`config.mk`:
```
export PLATFORM = sky130hd
export DESIGN_NAME = serv_pc_top
export DESIGN_NICKNAME = d
export VERILOG_FILES = /design/src/serv_pc_pkg.sv /design/src/serv_pc_top.sv /design/src/serv_pc_seq.sv /design/src/serv_ctrl.sv /design/src/shift_reg.sv /design/src/ser_add.sv
export SDC_FILE = /design/constraint.sdc
export NUM_CORES = 1
export LEC_CHECK = 0
export ABC_AREA = 1
export BUFFER_PORTS_ARGS = -buffer_cell sky130_fd_sc_hd__buf_2
export CAP_MARGIN = 20
export CELL_PAD_IN_SITES_DETAIL_PLACEMENT = 1
export CELL_PAD_IN_SITES_GLOBAL_PLACEMENT = 1
export CORE_MARGIN = 4
export CORE_UTILIZATION = 26
export CTS_CLUSTER_SIZE = 16
export DETAILED_ROUTE_END_ITERATION = 6
export PLACE_DENSITY_LB_ADDON = 0.1
export SETUP_SLACK_MARGIN = 0.02
export SKIP_LAST_GASP = 1
export SYNTH_ARGS = -nofsm -noshare
export SYNTH_HDL_FRONTEND = slang
export SYNTH_HIERARCHICAL = 1
export SYNTH_SLANG_ARGS = --single-unit
export TNS_END_PERCENT = 1
```
`constraint.sdc`:
```
create_clock -name clk -period 3.05 [get_ports clk]
set_input_delay 0.1525 -clock clk [delete_from_list [all_inputs] [get_ports clk]]
set_output_delay 0.1525 -clock clk [all_outputs]
set_load 0.01 [all_outputs]
```
`src/serv_pc_pkg.sv`:
```
package serv_pc_pkg;

   localparam int XLEN = 32;

   // Control-transfer command kinds.
   typedef enum logic [2:0] {
      OP_STEP  = 3'd0,
      OP_JAL   = 3'd1,
      OP_JALR  = 3'd2,
      OP_LUI   = 3'd3,
      OP_AUIPC = 3'd4,
      OP_TRAP  = 3'd5
   } ctrl_op_e;

   typedef struct packed {
      ctrl_op_e        op;
      logic [XLEN-1:0] offset; // Immediate.
      logic [XLEN-1:0] rs1;
      logic [XLEN-1:0] csr_pc; // Trap vector.
   } ctrl_cmd_t;

   typedef struct packed {
      logic [XLEN-1:0] rd;
      logic            misalign;
   } ctrl_rsp_t;

endpackage
```
`src/serv_pc_top.sv`:
```
`timescale 1ns/1ns

module serv_pc_top import serv_pc_pkg::*; #(
   parameter logic [XLEN-1:0] RESET_PC = 32'd8
) (
   input  logic            clk,
   input  logic            i_rst,
   input  logic            i_cmd_valid,
   input  ctrl_cmd_t       i_cmd,
   output logic            o_cmd_ready,
   output logic            o_rsp_valid,
   output ctrl_rsp_t       o_rsp,
   output logic            o_ibus_cyc,
   output logic [XLEN-1:0] o_ibus_adr,
   input  logic            i_ibus_ack,
   output logic            o_bad_pc
);

   logic en;
   logic pc_en;
   logic cnt_done;
   logic jump;
   logic jalr;
   logic lui;
   logic auipc;
   logic trap;
   logic offset;
   logic rs1;
   logic csr_pc;
   logic rd;
   logic misalign;

   serv_pc_seq u_seq (
      .clk         (clk),
      .i_rst       (i_rst),
      .i_cmd_valid (i_cmd_valid),
      .i_cmd       (i_cmd),
      .o_cmd_ready (o_cmd_ready),
      .o_rsp_valid (o_rsp_valid),
      .o_rsp       (o_rsp),
      .i_rd        (rd),
      .i_misalign  (misalign),
      .i_ibus_cyc  (o_ibus_cyc),
      .o_en        (en),
      .o_pc_en     (pc_en),
      .o_cnt_done  (cnt_done),
      .o_jump      (jump),
      .o_jalr      (jalr),
      .o_lui       (lui),
      .o_auipc     (auipc),
      .o_trap      (trap),
      .o_offset    (offset),
      .o_rs1       (rs1),
      .o_csr_pc    (csr_pc)
   );

   serv_ctrl #(
      .RESET_PC (RESET_PC)
   ) u_ctrl (
      .clk        (clk),
      .i_rst      (i_rst),
      .i_en       (en),
      .i_pc_en    (pc_en),
      .i_cnt_done (cnt_done),
      .i_jump     (jump),
      .i_offset   (offset),
      .i_rs1      (rs1),
      .i_jalr     (jalr),
      .i_auipc    (auipc),
      .i_lui      (lui),
      .i_trap     (trap),
      .i_csr_pc   (csr_pc),
      .o_rd       (rd),
      .o_bad_pc   (o_bad_pc),
      .o_misalign (misalign),
      .o_ibus_adr (o_ibus_adr),
      .o_ibus_cyc (o_ibus_cyc),
      .i_ibus_ack (i_ibus_ack)
   );

endmodule

```
`src/serv_pc_seq.sv`:
```
`timescale 1ns/1ns

module serv_pc_seq import serv_pc_pkg::*; (
   input  logic      clk,
   input  logic      i_rst,
   input  logic      i_cmd_valid,
   input  ctrl_cmd_t i_cmd,
   output logic      o_cmd_ready,
   output logic      o_rsp_valid,
   output ctrl_rsp_t o_rsp,
   input  logic      i_rd,
   input  logic      i_misalign,
   input  logic      i_ibus_cyc,
   output logic      o_en,
   output logic      o_pc_en,
   output logic      o_cnt_done,
   output logic      o_jump,
   output logic      o_jalr,
   output logic      o_lui,
   output logic      o_auipc,
   output logic      o_trap,
   output logic      o_offset,
   output logic      o_rs1,
   output logic      o_csr_pc
);

   typedef enum logic [1:0] {
      S_IDLE,
      S_RUN,
      S_FETCH,
      S_RESP
   } state_e;

   state_e          state;
   logic [4:0]      cnt;
   logic            init_done;
   logic            cyc_r;
   logic            cyc_fall;
   logic            accept;
   logic            run;
   ctrl_op_e        op_q;
   logic [XLEN-1:0] rd_q;

   assign run      = (state == S_RUN);
   assign cyc_fall = cyc_r & ~i_ibus_cyc;
   assign accept   = i_cmd_valid & o_cmd_ready;

   assign o_rsp_valid  = (state == S_RESP) & cyc_fall;
   assign o_cmd_ready  = ((state == S_IDLE) & init_done) | o_rsp_valid;
   assign o_rsp.rd       = rd_q;
   assign o_rsp.misalign = i_misalign;

   assign o_en       = run;
   assign o_pc_en    = run;
   assign o_cnt_done = run & (cnt == 5'd31);
   assign o_jump     = run & ((op_q == OP_JAL) | (op_q == OP_JALR));
   assign o_jalr     = run & (op_q == OP_JALR);
   assign o_lui      = run & (op_q == OP_LUI);
   assign o_auipc    = run & (op_q == OP_AUIPC);
   assign o_trap     = run & (op_q == OP_TRAP);

   shift_reg #(.LEN(XLEN)) u_ser_offset (
      .clk (clk), .i_en (run), .i_d (1'b0), .i_load (accept),
      .i_load_d (i_cmd.offset), .o_q (o_offset), .o_par ()
   );

   shift_reg #(.LEN(XLEN)) u_ser_rs1 (
      .clk (clk), .i_en (run), .i_d (1'b0), .i_load (accept),
      .i_load_d (i_cmd.rs1), .o_q (o_rs1), .o_par ()
   );

   shift_reg #(.LEN(XLEN)) u_ser_csr_pc (
      .clk (clk), .i_en (run), .i_d (1'b0), .i_load (accept),
      .i_load_d (i_cmd.csr_pc), .o_q (o_csr_pc), .o_par ()
   );

   always_ff @(posedge clk) begin
      if (i_rst) begin
         state     <= S_IDLE;
         cnt       <= 5'd0;
         init_done <= 1'b0;
         cyc_r     <= 1'b0;
      end else begin
         init_done <= 1'b1;
         cyc_r     <= i_ibus_cyc;
         case (state)
            S_IDLE: if (accept) state <= S_RUN;
            S_RUN: begin
               cnt <= cnt + 5'd1;
               if (cnt == 5'd31) state <= S_FETCH;
            end
            S_FETCH: if (i_ibus_cyc) state <= S_RESP; // Fetch started.
            S_RESP: if (cyc_fall) state <= accept ? S_RUN : S_IDLE;
            default: state <= S_IDLE;
         endcase
      end
   end

   always_ff @(posedge clk) begin
      if (accept) op_q <= i_cmd.op;
      if (run) rd_q <= {i_rd, rd_q[XLEN-1:1]}; // LSB arrives first.
   end

   // Every window starts at bit 0.
   a_cnt_idle : assert property (
      @(posedge clk) disable iff (i_rst)
      !run |-> (cnt == 5'd0)
   );

endmodule

```
`src/serv_ctrl.sv`:
```
`timescale 1ns/1ns

module serv_ctrl import serv_pc_pkg::*; #(
   parameter logic [XLEN-1:0] RESET_PC = 32'd8
) (
   input  logic            clk,
   input  logic            i_rst,
   input  logic            i_en,
   input  logic            i_pc_en,
   input  logic            i_cnt_done,
   input  logic            i_jump,
   input  logic            i_offset,
   input  logic            i_rs1,
   input  logic            i_jalr,
   input  logic            i_auipc,
   input  logic            i_lui,
   input  logic            i_trap,
   input  logic            i_csr_pc,
   output logic            o_rd,
   output logic            o_bad_pc,
   output logic            o_misalign,
   output logic [XLEN-1:0] o_ibus_adr,
   output logic            o_ibus_cyc,
   input  logic            i_ibus_ack
);

   logic pc;
   logic new_pc;
   logic pc_plus_4;
   logic plus_4;
   logic offset_a;
   logic pc_plus_offset;
   logic pc_plus_offset_aligned;

   logic en_r;
   logic en_2r;
   logic en_pc_r;
   logic en_pc_2r;
   logic en_pc_3r;

   // High only in the bit 2 cycle of the window.
   assign plus_4 = en_pc_2r & ~en_pc_3r;

   assign offset_a = i_jalr ? i_rs1 : pc; // Base.

   // en_pc_r is still low in the bit 0 cycle.
   assign pc_plus_offset_aligned = pc_plus_offset & en_pc_r;

   always_comb begin
      if (i_trap) begin
         new_pc = i_csr_pc & en_pc_r;
      end else if (i_jump) begin
         new_pc = pc_plus_offset_aligned;
      end else begin
         new_pc = pc_plus_4;
      end
   end

   always_comb begin
      if (i_lui) begin
         o_rd = i_offset;
      end else if (i_auipc) begin
         o_rd = pc_plus_offset_aligned;
      end else begin
         o_rd = pc_plus_4; // Link value.
      end
   end

   assign o_bad_pc      = pc_plus_offset_aligned;
   assign o_ibus_adr[0] = pc;

   ser_add u_add_plus_4 (
      .clk   (clk),
      .i_rst (i_rst),
      .i_a   (pc),
      .i_b   (plus_4),
      .i_clr (i_cnt_done),
      .o_q   (pc_plus_4),
      .o_v   ()
   );

   ser_add u_add_target (
      .clk   (clk),
      .i_rst (i_rst),
      .i_a   (offset_a),
      .i_b   (i_offset),
      .i_clr (i_cnt_done),
      .o_q   (pc_plus_offset),
      .o_v   ()
   );

   shift_reg #(
      .LEN  (XLEN),
      .INIT (RESET_PC)
   ) u_pc_reg (
      .clk      (clk),
      .i_en     (i_pc_en),
      .i_d      (new_pc),
      .i_load   (1'b0),
      .i_load_d ('0),
      .o_q      (pc),
      .o_par    (o_ibus_adr[XLEN-1:1])
   );

   always_ff @(posedge clk) begin
      if (i_rst) begin
         en_r       <= 1'b0;
         en_2r      <= 1'b0;
         en_pc_r    <= 1'b0;
         en_pc_2r   <= 1'b0;
         en_pc_3r   <= 1'b0;
         o_misalign <= 1'b0;
         o_ibus_cyc <= 1'b0;
      end else begin
         en_r     <= i_en;
         en_2r    <= en_r;
         en_pc_r  <= i_pc_en;
         en_pc_2r <= en_pc_r;
         en_pc_3r <= en_pc_2r;
         if (en_r & ~en_2r) begin
            o_misalign <= pc_plus_offset; // Bit 1 of base+offset.
         end
         if (en_pc_r & ~i_pc_en) begin
            o_ibus_cyc <= 1'b1; // Window closed, fetch new PC.
         end else if (o_ibus_cyc & i_ibus_ack) begin
            o_ibus_cyc <= 1'b0;
         end
      end
   end

   a_jump_trap : assert property (
      @(posedge clk) disable iff (i_rst)
      !(i_jump && i_trap)
   );

   a_cyc_pc_en : assert property (
      @(posedge clk) disable iff (i_rst)
      !(o_ibus_cyc && i_pc_en)
   );

endmodule

```
`src/shift_reg.sv`:
```
`timescale 1ns/1ns

module shift_reg import serv_pc_pkg::*; #(
   parameter int             LEN  = XLEN,
   parameter logic [LEN-1:0] INIT = '0
) (
   input  logic           clk,
   input  logic           i_en,
   input  logic           i_d,
   input  logic           i_load,
   input  logic [LEN-1:0] i_load_d,
   output logic           o_q,
   output logic [LEN-2:0] o_par
);

   logic [LEN-1:0] data = INIT;

   always_ff @(posedge clk) begin
      if (i_load) begin
         data <= i_load_d; // Parallel load.
      end else if (i_en) begin
         data <= {i_d, data[LEN-1:1]}; // New bit in at the top.
      end
   end

   assign o_q   = data[0];
   assign o_par = data[LEN-1:1];

endmodule

```
`src/ser_add.sv`:
```
`timescale 1ns/1ns

module ser_add (
   input  logic clk,
   input  logic i_rst,
   input  logic i_a,
   input  logic i_b,
   input  logic i_clr,
   output logic o_q,
   output logic o_v
);

   logic c_r;
   logic c_next;

   assign o_q    = i_a ^ i_b ^ c_r;
   assign c_next = (i_a & i_b) | (i_a & c_r) | (i_b & c_r);

   // Carry into and out of the sign bit differ.
   assign o_v = c_next ^ c_r;

   always_ff @(posedge clk) begin
      if (i_rst) begin
         c_r <= 1'b0;
      end else begin
         c_r <= c_next & ~i_clr; // Fresh word after clr.
      end
   end

   a_carry_clr : assert property (
      @(posedge clk) disable iff (i_rst)
      i_clr |=> !c_r
   );

endmodule

```
==> metrics, run 1 <==
Worst Tran Pin Value=between 0.5 and 0.6 ns; final hold viol count=0; DIE WIDTH=180 um; Fmax=between 300 and 400 MHz; initial antenna violation count=0; HP Class=in -> reg; DRC viols=0; Max VDD drop=387 uV; Reg2Reg Launch Point=u_seq/state[1]; clk_skew=around 0.012 ns; setup TNS=0 ns; startpoint types=flip-flop; Inserted Clock Buffers=17; Clock Path Buffers=2; CP Capture Type=output port; Hold Crit Start=i_cmd[60]; DRT Pass-1 Iters=4; final design utilization=between 30 and 40%; Diodes inserted=0; height of the chip=between 150 and 200 um; Clock Latency Late Sink=about 0.42 ns; FF-to-FF End=u_ctrl/u_pc_reg/data[31]; Leak=0.00459 uW; CP Data Arrival Time=around 2.5 ns; CTS tree=built; final setup violation count=0; first-pass GRT wire length=about 30,000 um; synth warn=6; GP Congestion=0.686; Crit. Startpoint=u_seq/state[1]; RSZ-0062 raised after global routing=false; CP required=approximately 2.9 ns; final HPWL from detailed placement=between 10,000 and 15,000 um; Root Driver=clkbuf_16; Critical Path Fanout Max=4; Starting Density=between 20% and 30%; clk sinks=around 180; slew margin rel.=between 60 and 70%; post-synthesis area per instance=roughly 11 um^2; Core Region=29,000 um^2; GRT Resource Usage Total=between 10 and 15%; synthesized area=about 7700 um^2; worst setup path endpoint=o_bad_pc; via count=roughly 5,600; pwr/cell area=between 700 and 800 nW/um^2; Worst-path clk slew=0.07 ns; Final period util=between 80 and 90%; vias in the first global route=a little under 6,000; status=completed; most common cell after layout, fill and taps aside=nand2_1; number of cell rows=62; Routed WL per cell=roughly 13 um; Layout area overhead=33.7%; largest net degree at the start of global routing=46; max-cap viol count=0; Post-layout nets=roughly 1,100; post-DR vias/cell=3.96; crit path kind=reg -> out; fin crit period=roughly 2.6 ns; Reg2Reg Setup Slack=around 0.66 ns; Synth Instances=around 730; antenna-violating nets left=0; number of top-level pins=between 150 and 200; worst reg-to-reg path cell count=15; layout cells sized above 1=about a quarter; most frequent cells in the layout=405 x nand2_1, 171 x buf_2, 163 x edfxtp_1; drt total wl=~18,000 um; H-tree Lvls=4; drt first-iter violations=~230; total gr overflow=0; Fillers=between 3,000 and 4,000; Slew Limit Fails=0; port bufs=around 170; Total Die Area=32,600 um^2
[worst min-delay path by stage]
| stage | end | cells past startpoint |
|---|---|---|
| 2_1_floorplan | u_seq/state[0] | 1 |
| 5_1_grt | u_seq/u_ser_rs1/data[3] | 3 |
| 6_report | u_seq/u_ser_rs1/data[28] | 3 |
| 3_3_place_gp | u_seq/op_q[0] | 1 |
| 3_5_place_dp | u_seq/op_q[0] | 1 |
| 4_1_cts | u_seq/u_ser_rs1/data[28] | 3 |
[critical path, cell delays in order, from the launching register on]
cell and delay (ns):
dfxtp_1 0.34, inv_1 0.13, ha_2 0.20, nand2_1 0.09, nor3_1 0.20, nand2_1 0.08, o21ai_0 0.07, inv_1 0.08
fa_1 0.53, inv_1 0.05, nand2_1 0.09, inv_1 0.04, buf_2 0.14
[routing by layer]
layer | up-vias | part of all wire, % | global-route usage, %
met2 | 121 | 46 | 18.4
met5 | - | 0 | 0
li1 | 2852 | - | -
met1 | 2577 | 47 | 14.7
met4 | 0 | 1.1 | 3.24
met3 | 12 | 5.2 | 3.07
[power breakdown]
part / internal (uW) / switching (uW)
combinational: 673 / 1160
clock: 1170 / 1030
sequential: 3820 / 273
[state kept, by name, summed over array words and instances (netlist names)]
name                     count
u_seq/rd_q                  32
u_ctrl/o_misalign            1
u_ctrl/en_pc_r               1
u_ctrl/en_r                  1
u_seq/init_done              1
u_ctrl/en_pc_2r              1
u_seq/u_ser_csr_pc/data     32
u_seq/cyc_r                  1
u_seq/u_ser_offset/data     32
u_seq/cnt                    5
u_ctrl/u_add_plus_4/c_r      1
u_ctrl/en_pc_3r              1
u_ctrl/o_ibus_cyc            1
u_seq/state                  2
u_ctrl/en_2r                 1
u_seq/op_q                   3
u_seq/u_ser_rs1/data        32
u_ctrl/u_add_target/c_r      1
u_ctrl/u_pc_reg/data        32
[metrics by stage]
stage / area (um^2) / instances / setup WS (ns) / hold slack, ns / total power (uW)
5_1_grt: 10300 / 1403 / 0.158 / 0.00234 / 8710
3_5_place_dp: 9040 / 1300 / 0.613 / 0.332 / 5970
4_1_cts: 10300 / 1403 / 0.368 / 0.000435 / 8300
3_3_place_gp: 9040 / 1300 / 0.660 / 0.332 / 5950
2_1_floorplan: 7860 / 767 / 0.285 / 0.215 / 5270
6_report: 10300 / 1403 / 0.429 / 0.0181 / 8120
[cell type report]
class	instances	area [um^2]	area share, %
Timing Repair Buffer	251	1700	16.4
Sequential cell	181	5260	50.8
Clock inverter	15	164	1.59
Multi-Input combinational cell	510	2130	20.7
Tap cell	384	480	4.65
Clock buffer	17	425	4.12
Inverter	45	180	1.74
[repair_timing]
action,4_1_cts,5_1_grt
gates resized for setup,0,0
endpoints found under the hold margin,71,0
hold buffers,71,0
buffers inserted,0,0
Note: power is estimated with default switching activity, not from simulation.
==> run 2: changes to the inputs <==
Settings changed: SYNTH_HIERARCHICAL 1 to default.
==> run 2 against run 1 <==
Compared with the run above:
- register-to-register slack got worse by 0.10 ns
- core utilization rose by 0.49 points
- global-route usage rose by 0.44 points
- clock power rose by 3%
- sequential share of layout area rose by 4.1 points
- combinational power fell by 6%
- clock skew rose by 0.0032 ns
- total power fell by 0.33%
- highest routed layer is now met5
- critical path depth fell by 2
- largest power group unchanged
- wire length fell by 4.3%
- largest cell class unchanged
- first-iteration DRC count fell by 1.7%
- cell count fell by 16%
==> metrics, run 2 <==
first-pass GRT wire length=between 20,000 and 30,000 um; port bufs=between 150 and 200; Post-layout nets=938; post-DR vias/cell=approximately 4.2; Starting Density=26.6%; GP Congestion=about 0.74; Worst Tran Pin Value=between 0.8 and 0.9 ns; vias in the first global route=5,255; Clock Latency Late Sink=~0.43 ns; final hold viol count=0; largest net degree at the start of global routing=73; Diodes inserted=0; final setup violation count=0; cell mode on critical path=inv_1; Fmax=roughly 370 MHz; CP Capture Type=output port; Reg2Reg Launch Point=u_seq.state[1]; final HPWL from detailed placement=11,700 um; DRT Pass-1 Iters=4; antenna-violating nets left=0; Slew Limit Fails=0; setup bufs post-CTS=0; via count=4,923; final design utilization=a little over a third; Final period util=between 80% and 90%; DIE WIDTH=approximately 170 um; top cell family by delay on the critical path=adder cells; CTS tree=built; post-synth cell types=27; Routed WL per cell=between 10 and 15 um; Layout area overhead=35.8%; fin crit period=between 2 and 3 ns; Hold Crit Start=i_cmd[38]; most common cell after layout, fill and taps aside=nand2_1; Total Die Area=roughly 30,000 um^2; flops & latches, synth=179; most instantiated library cell after synthesis=nand2_1; Async S/R FF share, synth=0%; number of top-level pins=about 170; clk_skew=~0.015 ns; CP max stage delay=between 0.5 and 0.6 ns; Synth top area share=a little over two thirds; RSZ-0062 raised after global routing=false; Leak=between 0.004 and 0.005 uW; H-tree Lvls=4; GR Util met1=between 10% and 20%; busiest metal layer after global routing=met2; Synth Instances=~600; post-synthesis area per instance=about 12 um^2; max-cap viol count=0; status=completed; HP Class=in -> reg; net count after synthesis=~700; main flop type after synthesis=edfxtp_1; Crit. Startpoint=u_seq.state[1]; drt first-iter violations=228; drt total wl=roughly 17,000 um; CP Data Arrival Time=roughly 2.6 ns; Area contributors post-synth=edfxtp_1 70%, nand2_1 16%, dfxtp_1 4.6%; most frequent cells in the layout=298 x nand2_1, 171 x buf_2, 163 x edfxtp_1; Core Region=roughly 26,000 um^2; layout cells sized above 1=26.1%; Slowest-stage cell, CP=fa_1; startpoint types=flip-flop; Max VDD drop=around 310 uV; sequential share of the synthesized area=between 70% and 80%; top cell type by total area after synthesis=edfxtp_1; pwr/cell area=between 800 and 900 nW/um^2; GRT Resource Usage Total=11.7%; Clock Path Buffers=2; initial antenna violation count=1; crit path kind=reg -> out; Root Driver=clkbuf_16; Post-synth EDFFs=163; met2 Use GR=18.8%; Critical Path Fanout Max=4; height of the chip=roughly 170 um; slew margin rel.=about 41%; worst path cell trace=inv_1, ha_4, inv_2, nor2_1, nand3_1, mux2_2, fa_1, nand2_1, inv_1, buf_2; commonest cells in the netlist=299 x nand2_1, 163 x edfxtp_1, 19 x inv_1, 17 x nor2_1, 16 x dfxtp_1; clk sinks=roughly 180; synthesized area=about 7000 um^2; post-cts sizing count=0; GR Util met3=2.79%; CP required=approximately 2.9 ns; total gr overflow=0; Inserted Clock Buffers=17; synth warn=0; DRC viols=0; setup TNS=0 ns; WP buf/inv=4; Worst-path clk slew=around 0.070 ns; number of cell rows=59
==> run 2: path summary, 6_finish.rpt <==
kind	end	slack, ns	depth (start not counted)
worst max-delay path	o_bad_pc	0.33	10
worst min register to register	u_seq.rd_q[27]	0.44	0
worst min-delay path	u_seq.u_ser_rs1.data[6]	0.02	3
worst max register to register	u_ctrl.u_pc_reg.data[31]	0.56	11
==> run 2: kinds of logic (layout without fill, tap and decap cells) <==
group,after synthesis,count (layout),synth area share (%)
adder cells (fa/ha/maj),9,9,1.83
AO/OA/AOI/OAI,17,17,1.40
AND/OR/NAND/NOR,334,334,18.5
multiplexers,1,1,0.161
flip-flops,179,179,74.6
buffers and inverters,46,299,3.54
==> run 2: through the flow <==
stage | area, um^2 | power (uW) | instances | hold WS, ns | setup slack [ns]
global route | 9490 | 8660 | 1174 | 0.00668 | 0.112
finish | 9490 | 8090 | 1174 | 0.0157 | 0.330
floorplan | 7000 | 5170 | 586 | 0.251 | 0.0618
CTS | 9480 | 8280 | 1173 | 0.000319 | 0.278
global placement | 8210 | 5820 | 1075 | 0.345 | 0.585
detailed placement | 8210 | 5890 | 1075 | 0.351 | 0.551
==> run 2: where the power goes <==
group / internal (uW) / switching, uW / total, uW
registers: 3830 / 289 / 4120
clock network: 1190 / 1070 / 2260
logic: 616 / 1100 / 1720
==> run 2: timing repair <==
action / in CTS / in global routing
hold buffers: 66 / 1
endpoints found under the hold margin: 66 / 1
endpoints found under the setup margin: 0 / 0
==> run 2: cell type report <==
cell class,instances,area [um^2]
fill,2934,16800
sequential,179,5220
timing repair buffer,245,1620
multi-input combinational,361,1550
clock buffer,17,425
tap,335,419
clock inverter,15,185
inverter,22,82.6
==> run 2: layer usage <==
layer,wire length [um],vias up
met5,13,-
met4,221,2
met3,892,18
met2,8110,137
met1,8090,2346
li1,-,2420
==> run 2: worst register-to-register path, delay by kind of cell, from the launching register on <==
kind / cells / cell delay, ns
buffers and inverters: 3 / 0.27
AO/OA/AOI/OAI: 2 / 0.30
flip-flops: 1 / 0.35
AND/OR/NAND/NOR: 3 / 0.35
adder cells (fa/ha/maj): 2 / 0.66
multiplexers: 1 / 0.30
==> run 3: changes to the inputs <==
Settings changed: ABC_AREA 1 to default, RECOVER_POWER from default to 50.
==> run 3 against run 2 <==
Compared with the run above:
- wire length is 12% lower
- highest routed layer unchanged
- cell count fell by 23%
- synthesized area up 2.0%
==> metrics, run 3 <==
Diodes inserted=0; setup bufs post-CTS=0; clk_skew=0.00946 ns; GR Util met3=under 10%; Fillers=roughly 2,800; Max VDD drop=about 370 uV; Worst-path clk slew=0.08 ns; Clock Path Buffers=2; DRC viols=0; fin crit period=2.65 ns; GR Util met1=between 10% and 20%; pre-CTS setup slack=roughly 0.49 ns; Flop pwr share=50.5%; Hold Slack=roughly 0.029 ns; post-synthesis area per instance=19.6 um^2; Post-layout nets=between 600 and 700; sw frac=between 20% and 30%; worst path cell trace=inv_1, ha_1, nand3b_1, nor2_1, mux2_2, fa_1, and2_1, buf_2; Slowest-stage cell, CP=fa_1; Layout area overhead=26.0%; placed inst area=about 8400 um^2; Critical Path Fanout Max=5; FF-to-FF End=u_seq.rd_q[31]; Clock power frac=between 20% and 30%; top cell family by delay on the critical path=adder cells; final setup violation count=0; Synth Instances=roughly 360; antenna-violating nets left=0; Crit. Startpoint=u_seq.state[1]; GP Congestion=~0.7; Inserted Clock Buffers=17; Total Die Area=30,100 um^2; Slew Limit Fails=0; pwr/cell area=939 nW/um^2; area of the multi-input gates=between 1500 and 2000 um^2; startpoint types=flip-flop; post-DR vias/cell=approximately 4.1; crit path kind=reg -> out; Post-synth EDFFs=about 160; CP Capture Type=output port; busiest metal layer after global routing=met2; slack of the critical path=0.397 ns; Clock Latency Late Sink=approximately 0.42 ns; Pint=roughly 6100 uW; final HPWL from detailed placement=approximately 10,000 um; number of top-level pins=around 170; synthesized area=7130 um^2; Routed WL per cell=approximately 17 um; flops & latches, synth=179; max-cap viol count=0; DIE WIDTH=174 um; commonest cells in the netlist=163 x edfxtp_1, 48 x mux2_4, 47 x mux2_2, 16 x dfxtp_1, 9 x nor2_1; Root Driver=clkbuf_16; layout cells sized above 1=41.4%; Levels on crit path=8; drt total wl=15,200 um; met2 Use GR=around 16%; largest family of logic cells by synthesized area=multiplexers; P_sw=around 2300 uW; Leak=0.00330 uW; drt first-iter violations=around 160; Synth Area in XOR/XNOR=less than 1%; total gr overflow=0; synthesized-area fraction occupied by adder cells=approximately 1.8%; worst reg-to-reg path cell count=10; DRT Pass-1 Iters=4; vias in the first global route=4,120; first-pass GRT wire length=roughly 24,000 um; height of the chip=~170 um; via count=around 3,800; design area=8980 um^2; initial antenna violation count=2; compound-cell area share of the yosys netlist=1.16%; Core Region=between 20,000 and 30,000 um^2; net count after synthesis=476; most instantiated library cell after synthesis=edfxtp_1; port bufs=171; Synth top area share=roughly two thirds; Fmax=377 MHz; final design utilization=between 30% and 40%; Hold Crit Start=i_cmd[77]; post-synth cell types=38; worst setup path endpoint=o_bad_pc; most common cell after layout, fill and taps aside=edfxtp_1; CTS tree=built; clk sinks=179; sequential cell area=about 5200 um^2; mux cell area share after synthesis=a little under a fifth; Comb pwr share=between 20% and 30%; main flop type after synthesis=edfxtp_1; final hold viol count=0; Async S/R FF share, synth=0%; CP Data Arrival Time=2.50 ns; GRT Resource Usage Total=between 10% and 20%; top cell type by total area after synthesis=edfxtp_1; Simple-Gate Fraction of Synth Area=3.05%; largest net degree at the start of global routing=78; HP Class=in -> reg; CP max stage delay=0.52 ns; Area contributors post-synth=edfxtp_1 69%, mux2_4 10%, mux2_2 7.4%; Reg2Reg Setup Slack=0.51 ns; number of cell rows=60; WP buf/inv=2; Starting Density=26.5%; sequential share of the synthesized area=~73%; Reg2Reg Launch Point=u_seq.state[1]; setup TNS=0 ns; most frequent cells in the layout=163 x edfxtp_1, 99 x buf_2, 72 x clkbuf_1; synth warn=0; Final period util=between 80% and 90%; H-tree Lvls=4; Worst Tran Pin Value=just under 1 ns; RSZ-0062 raised after global routing=false; status=completed; CP required=slightly below 3 ns; slew margin rel.=between 30% and 40%
run 3: kinds of logic after synthesis:
group / count (synthesis)
buf+inv: 22
fa+ha+maj: 9
xor+xnor: 4
simple gates: 37
mux: 100
flops: 179
compound gates: 13
run 3: layer usage:
layer / wire length [um] / vias up
li1: - / 1768
met1: 6910 / 1879
met2: 7460 / 85
met3: 609 / 14
met4: 208 / 4
met5: 14 / -
run 3: worst min-delay path by stage:
stage	endpoint	slack [ns]	cells past startpoint
after CTS	u_seq.u_ser_offset.data[13]	0.002	2
after global placement	u_seq.op_q[1]	0.37	1
after floorplan	u_ctrl.en_pc_3r	0.22	1
final	u_seq.u_ser_offset.data[13]	0.03	2
after global routing	u_seq.u_ser_offset.data[16]	0.002	2
after detailed placement	u_seq.op_q[2]	0.36	1
run 3: timing repair:
item,CTS,global route
hold endpoints to repair,7,0
resized for setup,0,0
hold buffers,7,0
run 3: power groups by stage:
stage | clock network, uW | logic (uW) | registers (uW)
2_1_floorplan | 0 | 1180 | 4330
3_3_place_gp | 0 | 1880 | 4290
3_5_place_dp | 0 | 1930 | 4310
4_1_cts | 2470 | 1950 | 4280
5_1_grt | 2570 | 2000 | 4360
6_report | 2370 | 1810 | 4260
run 3: area by class of cell:
type                       instances  area share [%]
tap                              341            4.75
inverter                           7           0.293
sequential                       179            58.1
clock buffer                      17            4.74
clock inverter                    15            2.35
multi-input combinational        163            19.6
timing repair buffer             184            10.2
run 3: stage by stage:
stage / total power, uW / cells
global placement: 6170 / 867
global route: 8930 / 906
CTS: 8690 / 906
finish: 8440 / 906
detailed placement: 6240 / 867
floorplan: 5510 / 364
run 3: worst reg2reg max path, cell delays in order (launching register included):
cell and delay [ns]:
dfxtp_1 0.35, inv_1 0.11, ha_1 0.18, nand3b_1 0.12, nor2_1 0.12, mux2_2 0.36, fa_1 0.47, and2_1 0.17
mux2_2 0.26, nor2_1 0.09, a21oi_1 0.05
